## src/source/rob_pkg.sv

```systemverilog
package rob_pkg;

	//////////////////////////////////////////////////////////////////////
	// shared types for the reorder buffer
	//////////////////////////////////////////////////////////////////////

	typedef logic [6:0] pr_tag_t; // physical register tag
	typedef logic [4:0] ar_idx_t; // architectural register index

	// one encoding for dispatch count, capacity and retire count
	typedef enum logic [1:0]
	{
		SLOTS_NONE = 2'd0,
		SLOTS_ONE  = 2'd1,
		SLOTS_TWO  = 2'd2
	} slot_count_e;

	// empty slots hold this tag so a broadcast never hits them
	localparam pr_tag_t NULL_TAG = 7'd127;

endpackage
```

## src/source/rob_top.sv

```systemverilog
`timescale 1ns/1ns

module rob_top
	import rob_pkg::*;
#(
	parameter int ROB_DEPTH = 16,
	parameter int NUM_CDB   = 6
)
(
	input  logic                  clock,
	input  logic                  reset,
	// dispatch
	input  slot_count_e           dispatch_num,
	input  pr_tag_t               dest_tag0,
	input  pr_tag_t               dest_tag1,
	input  pr_tag_t               old_tag0,
	input  pr_tag_t               old_tag1,
	input  ar_idx_t               dest_ar0,
	input  ar_idx_t               dest_ar1,
	input  logic                  valid_inst0,
	input  logic                  valid_inst1,
	input  logic                  halt0,
	input  logic                  halt1,
	output slot_count_e           capacity,
	// completion
	input  logic [NUM_CDB-1:0]    cdb_valid,
	input  pr_tag_t [NUM_CDB-1:0] cdb_tag,
	input  logic [NUM_CDB-1:0]    cdb_exception,
	// retire
	output slot_count_e           retire_num,
	output ar_idx_t               retire_ar_a,
	output ar_idx_t               retire_ar_b,
	output pr_tag_t               retire_tag_a,
	output pr_tag_t               retire_tag_b,
	output pr_tag_t               retire_old_tag_a,
	output pr_tag_t               retire_old_tag_b,
	output logic                  recover_exception,
	output logic                  retire_halt
);

	localparam int PTR_W = $clog2(ROB_DEPTH);

	logic [PTR_W-1:0] head;
	logic [PTR_W-1:0] tail;

	// head views from the two slot modules
	logic    head_ready;
	logic    next_ready;
	logic    head_exception;
	logic    next_exception;
	pr_tag_t head_tag;
	pr_tag_t next_tag;
	pr_tag_t head_old_tag;
	pr_tag_t next_old_tag;
	ar_idx_t head_ar;
	ar_idx_t next_ar;
	logic    head_halt;
	logic    next_halt;

	rob_pointers #(
		.ROB_DEPTH (ROB_DEPTH)
	) u_pointers (
		.clock        (clock),
		.reset        (reset),
		.dispatch_num (dispatch_num),
		.retire_num   (retire_num),
		.head         (head),
		.tail         (tail),
		.capacity     (capacity)
	);

	rob_entry_store #(
		.ROB_DEPTH (ROB_DEPTH)
	) u_entry_store (
		.clock        (clock),
		.reset        (reset),
		.dispatch_num (dispatch_num),
		.tail         (tail),
		.head         (head),
		.old_tag0     (old_tag0),
		.old_tag1     (old_tag1),
		.dest_ar0     (dest_ar0),
		.dest_ar1     (dest_ar1),
		.halt0        (halt0),
		.halt1        (halt1),
		.head_old_tag (head_old_tag),
		.next_old_tag (next_old_tag),
		.head_ar      (head_ar),
		.next_ar      (next_ar),
		.head_halt    (head_halt),
		.next_halt    (next_halt)
	);

	rob_completion_track #(
		.ROB_DEPTH (ROB_DEPTH),
		.NUM_CDB   (NUM_CDB)
	) u_completion_track (
		.clock          (clock),
		.reset          (reset),
		.dispatch_num   (dispatch_num),
		.tail           (tail),
		.head           (head),
		.retire_num     (retire_num),
		.dest_tag0      (dest_tag0),
		.dest_tag1      (dest_tag1),
		.valid_inst0    (valid_inst0),
		.valid_inst1    (valid_inst1),
		.halt0          (halt0),
		.halt1          (halt1),
		.cdb_valid      (cdb_valid),
		.cdb_tag        (cdb_tag),
		.cdb_exception  (cdb_exception),
		.head_ready     (head_ready),
		.next_ready     (next_ready),
		.head_exception (head_exception),
		.next_exception (next_exception),
		.head_tag       (head_tag),
		.next_tag       (next_tag)
	);

	rob_retire_select u_retire_select (
		.head_ready        (head_ready),
		.next_ready        (next_ready),
		.head_exception    (head_exception),
		.next_exception    (next_exception),
		.head_tag          (head_tag),
		.next_tag          (next_tag),
		.head_old_tag      (head_old_tag),
		.next_old_tag      (next_old_tag),
		.head_ar           (head_ar),
		.next_ar           (next_ar),
		.head_halt         (head_halt),
		.next_halt         (next_halt),
		.retire_num        (retire_num),
		.retire_tag_a      (retire_tag_a),
		.retire_tag_b      (retire_tag_b),
		.retire_old_tag_a  (retire_old_tag_a),
		.retire_old_tag_b  (retire_old_tag_b),
		.retire_ar_a       (retire_ar_a),
		.retire_ar_b       (retire_ar_b),
		.recover_exception (recover_exception),
		.retire_halt       (retire_halt)
	);

endmodule

```

## src/source/rob_retire_select.sv

```systemverilog
`timescale 1ns/1ns

module rob_retire_select
	import rob_pkg::*;
(
	input  logic        head_ready,
	input  logic        next_ready,
	input  logic        head_exception,
	input  logic        next_exception,
	input  pr_tag_t     head_tag,
	input  pr_tag_t     next_tag,
	input  pr_tag_t     head_old_tag,
	input  pr_tag_t     next_old_tag,
	input  ar_idx_t     head_ar,
	input  ar_idx_t     next_ar,
	input  logic        head_halt,
	input  logic        next_halt,
	output slot_count_e retire_num,
	output pr_tag_t     retire_tag_a,
	output pr_tag_t     retire_tag_b,
	output pr_tag_t     retire_old_tag_a,
	output pr_tag_t     retire_old_tag_b,
	output ar_idx_t     retire_ar_a,
	output ar_idx_t     retire_ar_b,
	output logic        recover_exception,
	output logic        retire_halt
);

	logic lane_a_go; // head leaves this cycle
	logic lane_b_go; // head plus one leaves too

	//////////////////////////////////////////////////////////////////////
	// retire decision
	//////////////////////////////////////////////////////////////////////

	always_comb
	begin
		if (head_ready & next_ready & ~head_exception)
		begin
			retire_num = SLOTS_TWO;
		end
		else if (head_ready)
		begin
			retire_num = SLOTS_ONE; // excepting head goes alone
		end
		else
		begin
			retire_num = SLOTS_NONE;
		end
	end

	assign lane_a_go = (retire_num != SLOTS_NONE);
	assign lane_b_go = (retire_num == SLOTS_TWO);

	// flags only count for lanes that actually retire
	assign recover_exception = (lane_a_go & head_exception) | (lane_b_go & next_exception);
	assign retire_halt       = (lane_a_go & head_halt) | (lane_b_go & next_halt);

	assign retire_tag_a     = head_tag;
	assign retire_tag_b     = next_tag;
	assign retire_old_tag_a = head_old_tag;
	assign retire_old_tag_b = next_old_tag;
	assign retire_ar_a      = head_ar;
	assign retire_ar_b      = next_ar;

endmodule

```

## src/source/rob_completion_track.sv

```systemverilog
`timescale 1ns/1ns

module rob_completion_track
	import rob_pkg::*;
#(
	parameter int ROB_DEPTH = 16,
	parameter int NUM_CDB   = 6
)
(
	input  logic                           clock,
	input  logic                           reset,
	input  slot_count_e                    dispatch_num,
	input  logic [$clog2(ROB_DEPTH)-1:0]   tail,
	input  logic [$clog2(ROB_DEPTH)-1:0]   head,
	input  slot_count_e                    retire_num,
	input  pr_tag_t                        dest_tag0,
	input  pr_tag_t                        dest_tag1,
	input  logic                           valid_inst0,
	input  logic                           valid_inst1,
	input  logic                           halt0,
	input  logic                           halt1,
	input  logic [NUM_CDB-1:0]             cdb_valid,
	input  pr_tag_t [NUM_CDB-1:0]          cdb_tag,
	input  logic [NUM_CDB-1:0]             cdb_exception,
	output logic                           head_ready,
	output logic                           next_ready,
	output logic                           head_exception,
	output logic                           next_exception,
	output pr_tag_t                        head_tag,
	output pr_tag_t                        next_tag
);

	localparam int PTR_W = $clog2(ROB_DEPTH);

	logic [ROB_DEPTH-1:0] valid;     // slot holds a live entry
	logic [ROB_DEPTH-1:0] ready;     // completed, may retire
	logic [ROB_DEPTH-1:0] exception;
	pr_tag_t              tag_mem [ROB_DEPTH];

	logic [NUM_CDB-1:0] cdb_hit [ROB_DEPTH]; // broadcast c matches slot i

	logic [PTR_W-1:0] tail_p1;
	logic [PTR_W-1:0] head_p1;

	assign tail_p1 = tail + PTR_W'(1);
	assign head_p1 = head + PTR_W'(1);

	//////////////////////////////////////////////////////////////////////
	// tag compare, every broadcast against every slot
	//////////////////////////////////////////////////////////////////////

	always_comb
	begin
		for (int i = 0; i < ROB_DEPTH; i++)
		begin
			for (int c = 0; c < NUM_CDB; c++)
			begin
				cdb_hit[i][c] = cdb_valid[c] & valid[i] & (cdb_tag[c] == tag_mem[i]);
			end
		end
	end

	//////////////////////////////////////////////////////////////////////
	// slot state update
	//////////////////////////////////////////////////////////////////////

	// later assignments win: complete, then retire, then dispatch
	always_ff @(posedge clock)
	begin
		if (reset)
		begin
			valid     <= '0;
			ready     <= '0;
			exception <= '0;
			for (int i = 0; i < ROB_DEPTH; i++)
			begin
				tag_mem[i] <= NULL_TAG;
			end
		end
		else
		begin
			for (int i = 0; i < ROB_DEPTH; i++)
			begin
				for (int c = 0; c < NUM_CDB; c++)
				begin
					if (cdb_hit[i][c])
					begin
						ready[i]     <= 1'b1;
						exception[i] <= cdb_exception[c]; // highest port wins
					end
				end
			end

			if (retire_num != SLOTS_NONE)
			begin
				valid[head]     <= 1'b0;
				ready[head]     <= 1'b0;
				exception[head] <= 1'b0;
				tag_mem[head]   <= NULL_TAG;
			end
			if (retire_num == SLOTS_TWO)
			begin
				valid[head_p1]     <= 1'b0;
				ready[head_p1]     <= 1'b0;
				exception[head_p1] <= 1'b0;
				tag_mem[head_p1]   <= NULL_TAG;
			end

			if (dispatch_num != SLOTS_NONE)
			begin
				valid[tail]     <= 1'b1;
				ready[tail]     <= halt0 | ~valid_inst0; // nothing to wait for
				exception[tail] <= 1'b0;
				tag_mem[tail]   <= dest_tag0;
			end
			if (dispatch_num == SLOTS_TWO)
			begin
				valid[tail_p1]     <= 1'b1;
				ready[tail_p1]     <= halt1 | ~valid_inst1;
				exception[tail_p1] <= 1'b0;
				tag_mem[tail_p1]   <= dest_tag1;
			end
		end
	end

	assign head_ready     = ready[head];
	assign next_ready     = ready[head_p1]; // low when slot is empty
	assign head_exception = exception[head];
	assign next_exception = exception[head_p1];
	assign head_tag       = tag_mem[head];
	assign next_tag       = tag_mem[head_p1];

endmodule

```

## src/source/rob_entry_store.sv

```systemverilog
`timescale 1ns/1ns

module rob_entry_store
	import rob_pkg::*;
#(
	parameter int ROB_DEPTH = 16
)
(
	input  logic                           clock,
	input  logic                           reset,
	input  slot_count_e                    dispatch_num,
	input  logic [$clog2(ROB_DEPTH)-1:0]   tail,
	input  logic [$clog2(ROB_DEPTH)-1:0]   head,
	input  pr_tag_t                        old_tag0,
	input  pr_tag_t                        old_tag1,
	input  ar_idx_t                        dest_ar0,
	input  ar_idx_t                        dest_ar1,
	input  logic                           halt0,
	input  logic                           halt1,
	output pr_tag_t                        head_old_tag,
	output pr_tag_t                        next_old_tag,
	output ar_idx_t                        head_ar,
	output ar_idx_t                        next_ar,
	output logic                           head_halt,
	output logic                           next_halt
);

	localparam int PTR_W = $clog2(ROB_DEPTH);

	pr_tag_t              old_tag_mem [ROB_DEPTH]; // tag freed at retire
	ar_idx_t              ar_mem      [ROB_DEPTH];
	logic [ROB_DEPTH-1:0] halt_mem;

	logic [PTR_W-1:0] tail_p1;
	logic [PTR_W-1:0] head_p1;
	logic             wr_lane0;
	logic             wr_lane1;

	assign tail_p1 = tail + PTR_W'(1); // wraps
	assign head_p1 = head + PTR_W'(1);

	// lane 0 goes first, lane 1 only on a dual dispatch
	assign wr_lane0 = (dispatch_num != SLOTS_NONE);
	assign wr_lane1 = (dispatch_num == SLOTS_TWO);

	//////////////////////////////////////////////////////////////////////
	// payload writes at the tail
	//////////////////////////////////////////////////////////////////////

	always_ff @(posedge clock)
	begin
		if (wr_lane0)
		begin
			old_tag_mem[tail] <= old_tag0;
			ar_mem[tail]      <= dest_ar0;
		end
		if (wr_lane1)
		begin
			old_tag_mem[tail_p1] <= old_tag1;
			ar_mem[tail_p1]      <= dest_ar1;
		end
	end

	always_ff @(posedge clock)
	begin
		if (reset)
		begin
			halt_mem <= '0; // no stray halt out of reset
		end
		else
		begin
			if (wr_lane0)
			begin
				halt_mem[tail] <= halt0;
			end
			if (wr_lane1)
			begin
				halt_mem[tail_p1] <= halt1;
			end
		end
	end

	// head views, lane a and lane b
	assign head_old_tag = old_tag_mem[head];
	assign next_old_tag = old_tag_mem[head_p1];
	assign head_ar      = ar_mem[head];
	assign next_ar      = ar_mem[head_p1];
	assign head_halt    = halt_mem[head];
	assign next_halt    = halt_mem[head_p1];

endmodule

```

## src/source/rob_pointers.sv

```systemverilog
`timescale 1ns/1ns

module rob_pointers
	import rob_pkg::*;
#(
	parameter int ROB_DEPTH = 16
)
(
	input  logic                           clock,
	input  logic                           reset,
	input  slot_count_e                    dispatch_num, // entries written this cycle
	input  slot_count_e                    retire_num,   // entries leaving this cycle
	output logic [$clog2(ROB_DEPTH)-1:0]   head,
	output logic [$clog2(ROB_DEPTH)-1:0]   tail,
	output slot_count_e                    capacity
);

	localparam int PTR_W = $clog2(ROB_DEPTH);
	localparam int CNT_W = PTR_W + 1; // must hold ROB_DEPTH itself

	localparam logic [CNT_W-1:0] DEPTH_CNT = CNT_W'(ROB_DEPTH);

	logic [CNT_W-1:0] count; // live entries

	//////////////////////////////////////////////////////////////////////
	// head, tail and occupancy
	//////////////////////////////////////////////////////////////////////

	always_ff @(posedge clock)
	begin
		if (reset)
		begin
			head  <= '0;
			tail  <= '0;
			count <= '0;
		end
		else
		begin
			tail  <= tail + PTR_W'(dispatch_num); // wraps, depth is a power of two
			head  <= head + PTR_W'(retire_num);
			count <= count + CNT_W'(dispatch_num) - CNT_W'(retire_num);
		end
	end

	//////////////////////////////////////////////////////////////////////
	// capacity decode
	//////////////////////////////////////////////////////////////////////

	always_comb
	begin
		if (count == DEPTH_CNT)
		begin
			capacity = SLOTS_NONE; // full
		end
		else if (count == DEPTH_CNT - CNT_W'(1))
		begin
			capacity = SLOTS_ONE; // one slot left
		end
		else
		begin
			capacity = SLOTS_TWO;
		end
	end

endmodule

```

## config.mk

```make
export PLATFORM = sky130hd
export DESIGN_NAME = rob_top
export DESIGN_NICKNAME = d
export VERILOG_FILES = /design/src/source/rob_pkg.sv /design/src/source/rob_top.sv /design/src/source/rob_retire_select.sv /design/src/source/rob_completion_track.sv /design/src/source/rob_entry_store.sv /design/src/source/rob_pointers.sv
export SDC_FILE = /design/constraint.sdc
export NUM_CORES = 2
export LEC_CHECK = 0
export BUFFER_PORTS_ARGS = -buffer_cell sky130_fd_sc_hd__buf_2
export CORE_MARGIN = 2
export CORE_UTILIZATION = 41
export CTS_CLUSTER_SIZE = 30
export DETAILED_ROUTE_END_ITERATION = 10
export PLACE_DENSITY = 0.62
export SYNTH_ARGS = -nofsm -noshare
export SYNTH_HDL_FRONTEND = slang
export SYNTH_SLANG_ARGS = --single-unit
export TNS_END_PERCENT = 5
```

## constraint.sdc

```tcl
create_clock -name clock -period 4.6 [get_ports clock]
set_input_delay 0 -clock clock [delete_from_list [all_inputs] [get_ports clock]]
set_output_delay 0 -clock clock [all_outputs]
set_load 0.01 [all_outputs]
```

==> summary.md <==
| Metric | Value |
|---|---|
| Drt wl/cell | 34.4 um |
| Commonest non-fill, non-tap cell in the layout | xnor2_1 |
| Crit path required time | 5.07 ns |
| Ys async rst share | 0% |
| Total GRT Usage | 33.7% |
| M1 WL | 50.1 mm |
| Delay-heaviest family, CP | adder cells |
| Post-Synthesis Cells | 3,102 |
| Crit. End Element | flop |
| Critical-path cell list | inv_1, ha_4, mux2i_1, mux4_2, mux2i_1, nor2b_1, nand2_1, inv_1, fa_1, fa_1, inv_1, a21oi_1, nor2_1, or3_1, a21oi_1 |
| Ant diodes | 0 |
| Leakage | 10.9 nW |
| Pwr Total | 0.0123 W |
| Starting DRT DRC Count | 4,602 |
| First-pass GRT wire length | 196 mm |
| Worst flop-to-flop path endpoint | u_pointers.count[4]$_SDFF_PP0_ |
| RSZ-0062 raised after global routing | no |
| Syn nets | 3,223 |
| Pre-CTS setup slack | 0.529 ns |
| Clock-pin slew on the worst setup and hold paths | 0.06 ns |
| Reg-to-reg slack, setup | 0.46 ns |
| Pin count of the biggest net entering global routing | 96 |
| DR WL met2 | 57.9 mm |
| Worst vdd ir | 0.000306 V |
| Post-route setup TNS | 0 ns |
| Slew @ Worst Pin | 1.50 ns |
| Vias in the first global route | 26.2k |
| H-tree lvl count | 2 |
| Critical Path AT | 4.60 ns |
| # rows | 102 |
| Most frequent cells in the layout | xnor2_1, nand2_1, edfxtp_1 |
| DRC viols | 0 |
| Clock buffer count from CTS | 43 |
| Cell Area, Synth | 32,000 um^2 |
| Core area | 77,300 um^2 |
| Worst Reg-to-Reg Cells | 15 |
| Synth cell types | 74 |
| IO Port Bufs | 143 |
| Share of layout cells above drive strength 1 | 20.9% |
| Max Cap Viol | 1 |
| Violated checks | capacitance limit, slew limit |
| Final worst path period share | 89.9% |
| Power Density | 353 nW/um^2 |
| Vias/cell | 6.87 |
| Area grow syn2layout | 8.72% |
| Crit path depth | 15 |
| Final GP Congestion | 1.05 |
| Number of synthesized flops with an enable pin | 304 |
| Vias | 27.9k |
| Detailed Place HPWL | 89.0 mm |
| Post-CTS Setup Repair Bufs | 0 |
| Chip width | 283 um |
| Synth top area share | 28.5% |
| Initial antenna violation count | 9 |
| Fill cells | 7,290 |
| TritonCTS clock tree | built |
| Dominant cells by area after synthesis | edfxtp_1, mux4_2, xnor2_1 |
| Most common cell on crit path | inv_1 |
| Worst path max stage delay | 0.56 ns |
| Worst setup path startpoint | u_pointers.head[0]$_SDFF_PP0_ |
| Clk_skew | 0.0214 ns |
| Wire length on met3 | 20.8 mm |
| Max FO, Critical Path | 26 |
| Maximum operating frequency | 242 MHz |
| Grt ovf | 0 |
| Post-DRT Antenna Nets | 0 |
| Crit path to | u_pointers.count[4]$_SDFF_PP0_ |
| Ys Warns | 0 |
| Slowest-stage cell, CP | ha_4 |
| Longest Clk Path Bufs | 3 |
| Final Cell Area | 34,800 um^2 |
| Total wire length | 140 mm |
| Top FF cell, synth | edfxtp_1 |
| Worst slew margin | -0.910% |
| Top sig layer | met5 |
| Slew Limit Fails | 1 |
| Post-layout minimum cycle time | 4.14 ns |
| Yosys top cell by area | edfxtp_1 |
| Register area share after synthesis | 33.3% |
| # IOs | 144 |
| Startpoint class of the critical path | flop |
| Root buf cell | clkbuf_16 |
| Setup Viol. Count Final | 0 |
| Final WS setup | 0.463 ns |
| Initial core utilization | 41.4% |
| Placed instance area | 32,900 um^2 |
| Die area | 80,300 um^2 |
| Fin. Hold Viols | 0 |
| Crit path kind | flop to flop |
| Worst Hold Class | input port to flop |
| WP buf/inv | 3 |
| Run status | complete, but fails checks |
| Clk_lat worst skew | 0.61 ns |
| Reg2reg start | u_pointers.head[0]$_SDFF_PP0_ |
| Clk sinks | 381 |
| Syn_area_per_cell | 10.3 um^2 |
| Flops & latches, synth | 381 |
| Drt first pass iters | 8 |
| NumNets Final | 3,107 |
| Die Y-Extent | 283 um |
==> how the worst min path moves through the flow <==
stage	endpoint	slack, ns	cells past startpoint	start
2_1_floorplan	u_completion_track.exception[15]$_SDFF_PP0_	0.19	2	cdb_exception[4]
3_3_place_gp	u_entry_store.halt_mem[2]$_SDFF_PP0_	0.46	2	u_entry_store.halt_mem[2]$_SDFF_PP0_
3_5_place_dp	u_entry_store.halt_mem[2]$_SDFF_PP0_	0.46	2	u_entry_store.halt_mem[2]$_SDFF_PP0_
4_1_cts	u_completion_track.exception[13]$_SDFF_PP0_	0.05	4	cdb_exception[3]
5_1_grt	u_completion_track.exception[13]$_SDFF_PP0_	0.12	4	cdb_exception[3]
6_report	u_completion_track.exception[13]$_SDFF_PP0_	0.12	4	cdb_exception[3]
==> registers in the layout, summed over array words and instances (netlist names) <==
register                      cells
u_completion_track.ready         16
u_pointers.tail                   4
u_pointers.count                  5
u_completion_track.exception     16
u_entry_store.old_tag_mem       112
u_entry_store.halt_mem           16
u_completion_track.valid         16
u_pointers.head                   4
u_entry_store.ar_mem             80
u_completion_track.tag_mem      112
==> repair_timing <==
action,CTS,global route
gates resized for setup,0,0
hold endpoints to repair,227,0
hold buffers,45,0
endpoints found under the setup margin,0,0
==> synthesized netlist by cell type, drive strengths merged, types with 3 or more instances <==
library cell / n
clkbuf: 231
nor2: 118
a22oi: 13
o32a: 77
o22ai: 9
o211a: 3
a32oi: 12
xnor2: 446
mux2i: 30
a211o: 3
or4: 77
a221oi: 5
o22a: 35
or2: 10
nor2b: 14
nand2: 370
o21ai: 29
buf: 177
a211oi: 16
or3: 32
xor2: 237
mux4: 214
o21a: 9
mux2: 116
o211ai: 4
and3: 6
fa: 4
nand3: 104
a31oi: 3
a2111oi: 3
a21oi: 55
ha: 17
edfxtp: 304
nand4: 96
dfxtp: 77
nor3b: 5
nand2b: 11
nand3b: 5
nor4: 44
inv: 42
nor3: 15
==> worst reg2reg max path, cell delays in order, from the launching register on <==
cell and delay, ns:
dfxtp_4 0.40, inv_1 0.10, ha_4 0.56, mux2i_1 0.21, mux4_2 0.51, mux2i_1 0.28, nor2b_1 0.29, nand2_1 0.14
inv_1 0.21, fa_1 0.49, fa_1 0.43, inv_1 0.07, a21oi_1 0.06, nor2_1 0.10, or3_1 0.12, a21oi_1 0.06
==> cell families after synthesis <==
group	count (synthesis)	synth area share [%]
AND/OR/NAND/NOR	914	14.1
XOR/XNOR	683	18.7
buffers and inverters	450	5.67
flip-flops	381	33.3
multiplexers	360	20.1
AO/OA/AOI/OAI	293	7.19
adder cells (fa/ha/maj)	21	0.915
==> routing by layer <==
metal,vias to the layer above,GRT usage [%]
met5,-,0.833
li1,11042,-
met4,16,20.8
met1,13741,43.5
met2,2477,48.5
met3,643,11.5
==> metrics by stage <==
| stage | hold WS, ns | utilization [%] | cells |
|---|---|---|---|
| 4_1_cts | 0.0475 | 45.0 | 4061 |
| 2_1_floorplan | 0.192 | - | 3102 |
| 5_1_grt | 0.115 | 45.0 | 4061 |
| 3_5_place_dp | 0.462 | 42.5 | 3936 |
| 6_report | 0.124 | 45.0 | 4061 |
| 3_3_place_gp | 0.458 | 42.5 | 3936 |
==> area by class of cell <==
class	instances	area, um^2	share of cell area (%)
Multi-Input combinational cell	2271	19600	56.3
Clock buffer	60	1160	3.33
Tap cell	1040	1300	3.74
Sequential cell	381	10700	30.7
Timing Repair Buffer	247	1640	4.70
Clock inverter	20	265	0.762
Inverter	42	158	0.453
==> power by group <==
group | total [W] | switching, W | leakage [nW] | internal, W
clock | 0.00363 | 0.00157 | 0.683 | 0.00207
sequential | 0.00409 | 0.000186 | 3.16 | 0.00390
combinational | 0.00457 | 0.00256 | 7.10 | 0.00201
(Power assumes the default switching activity.)
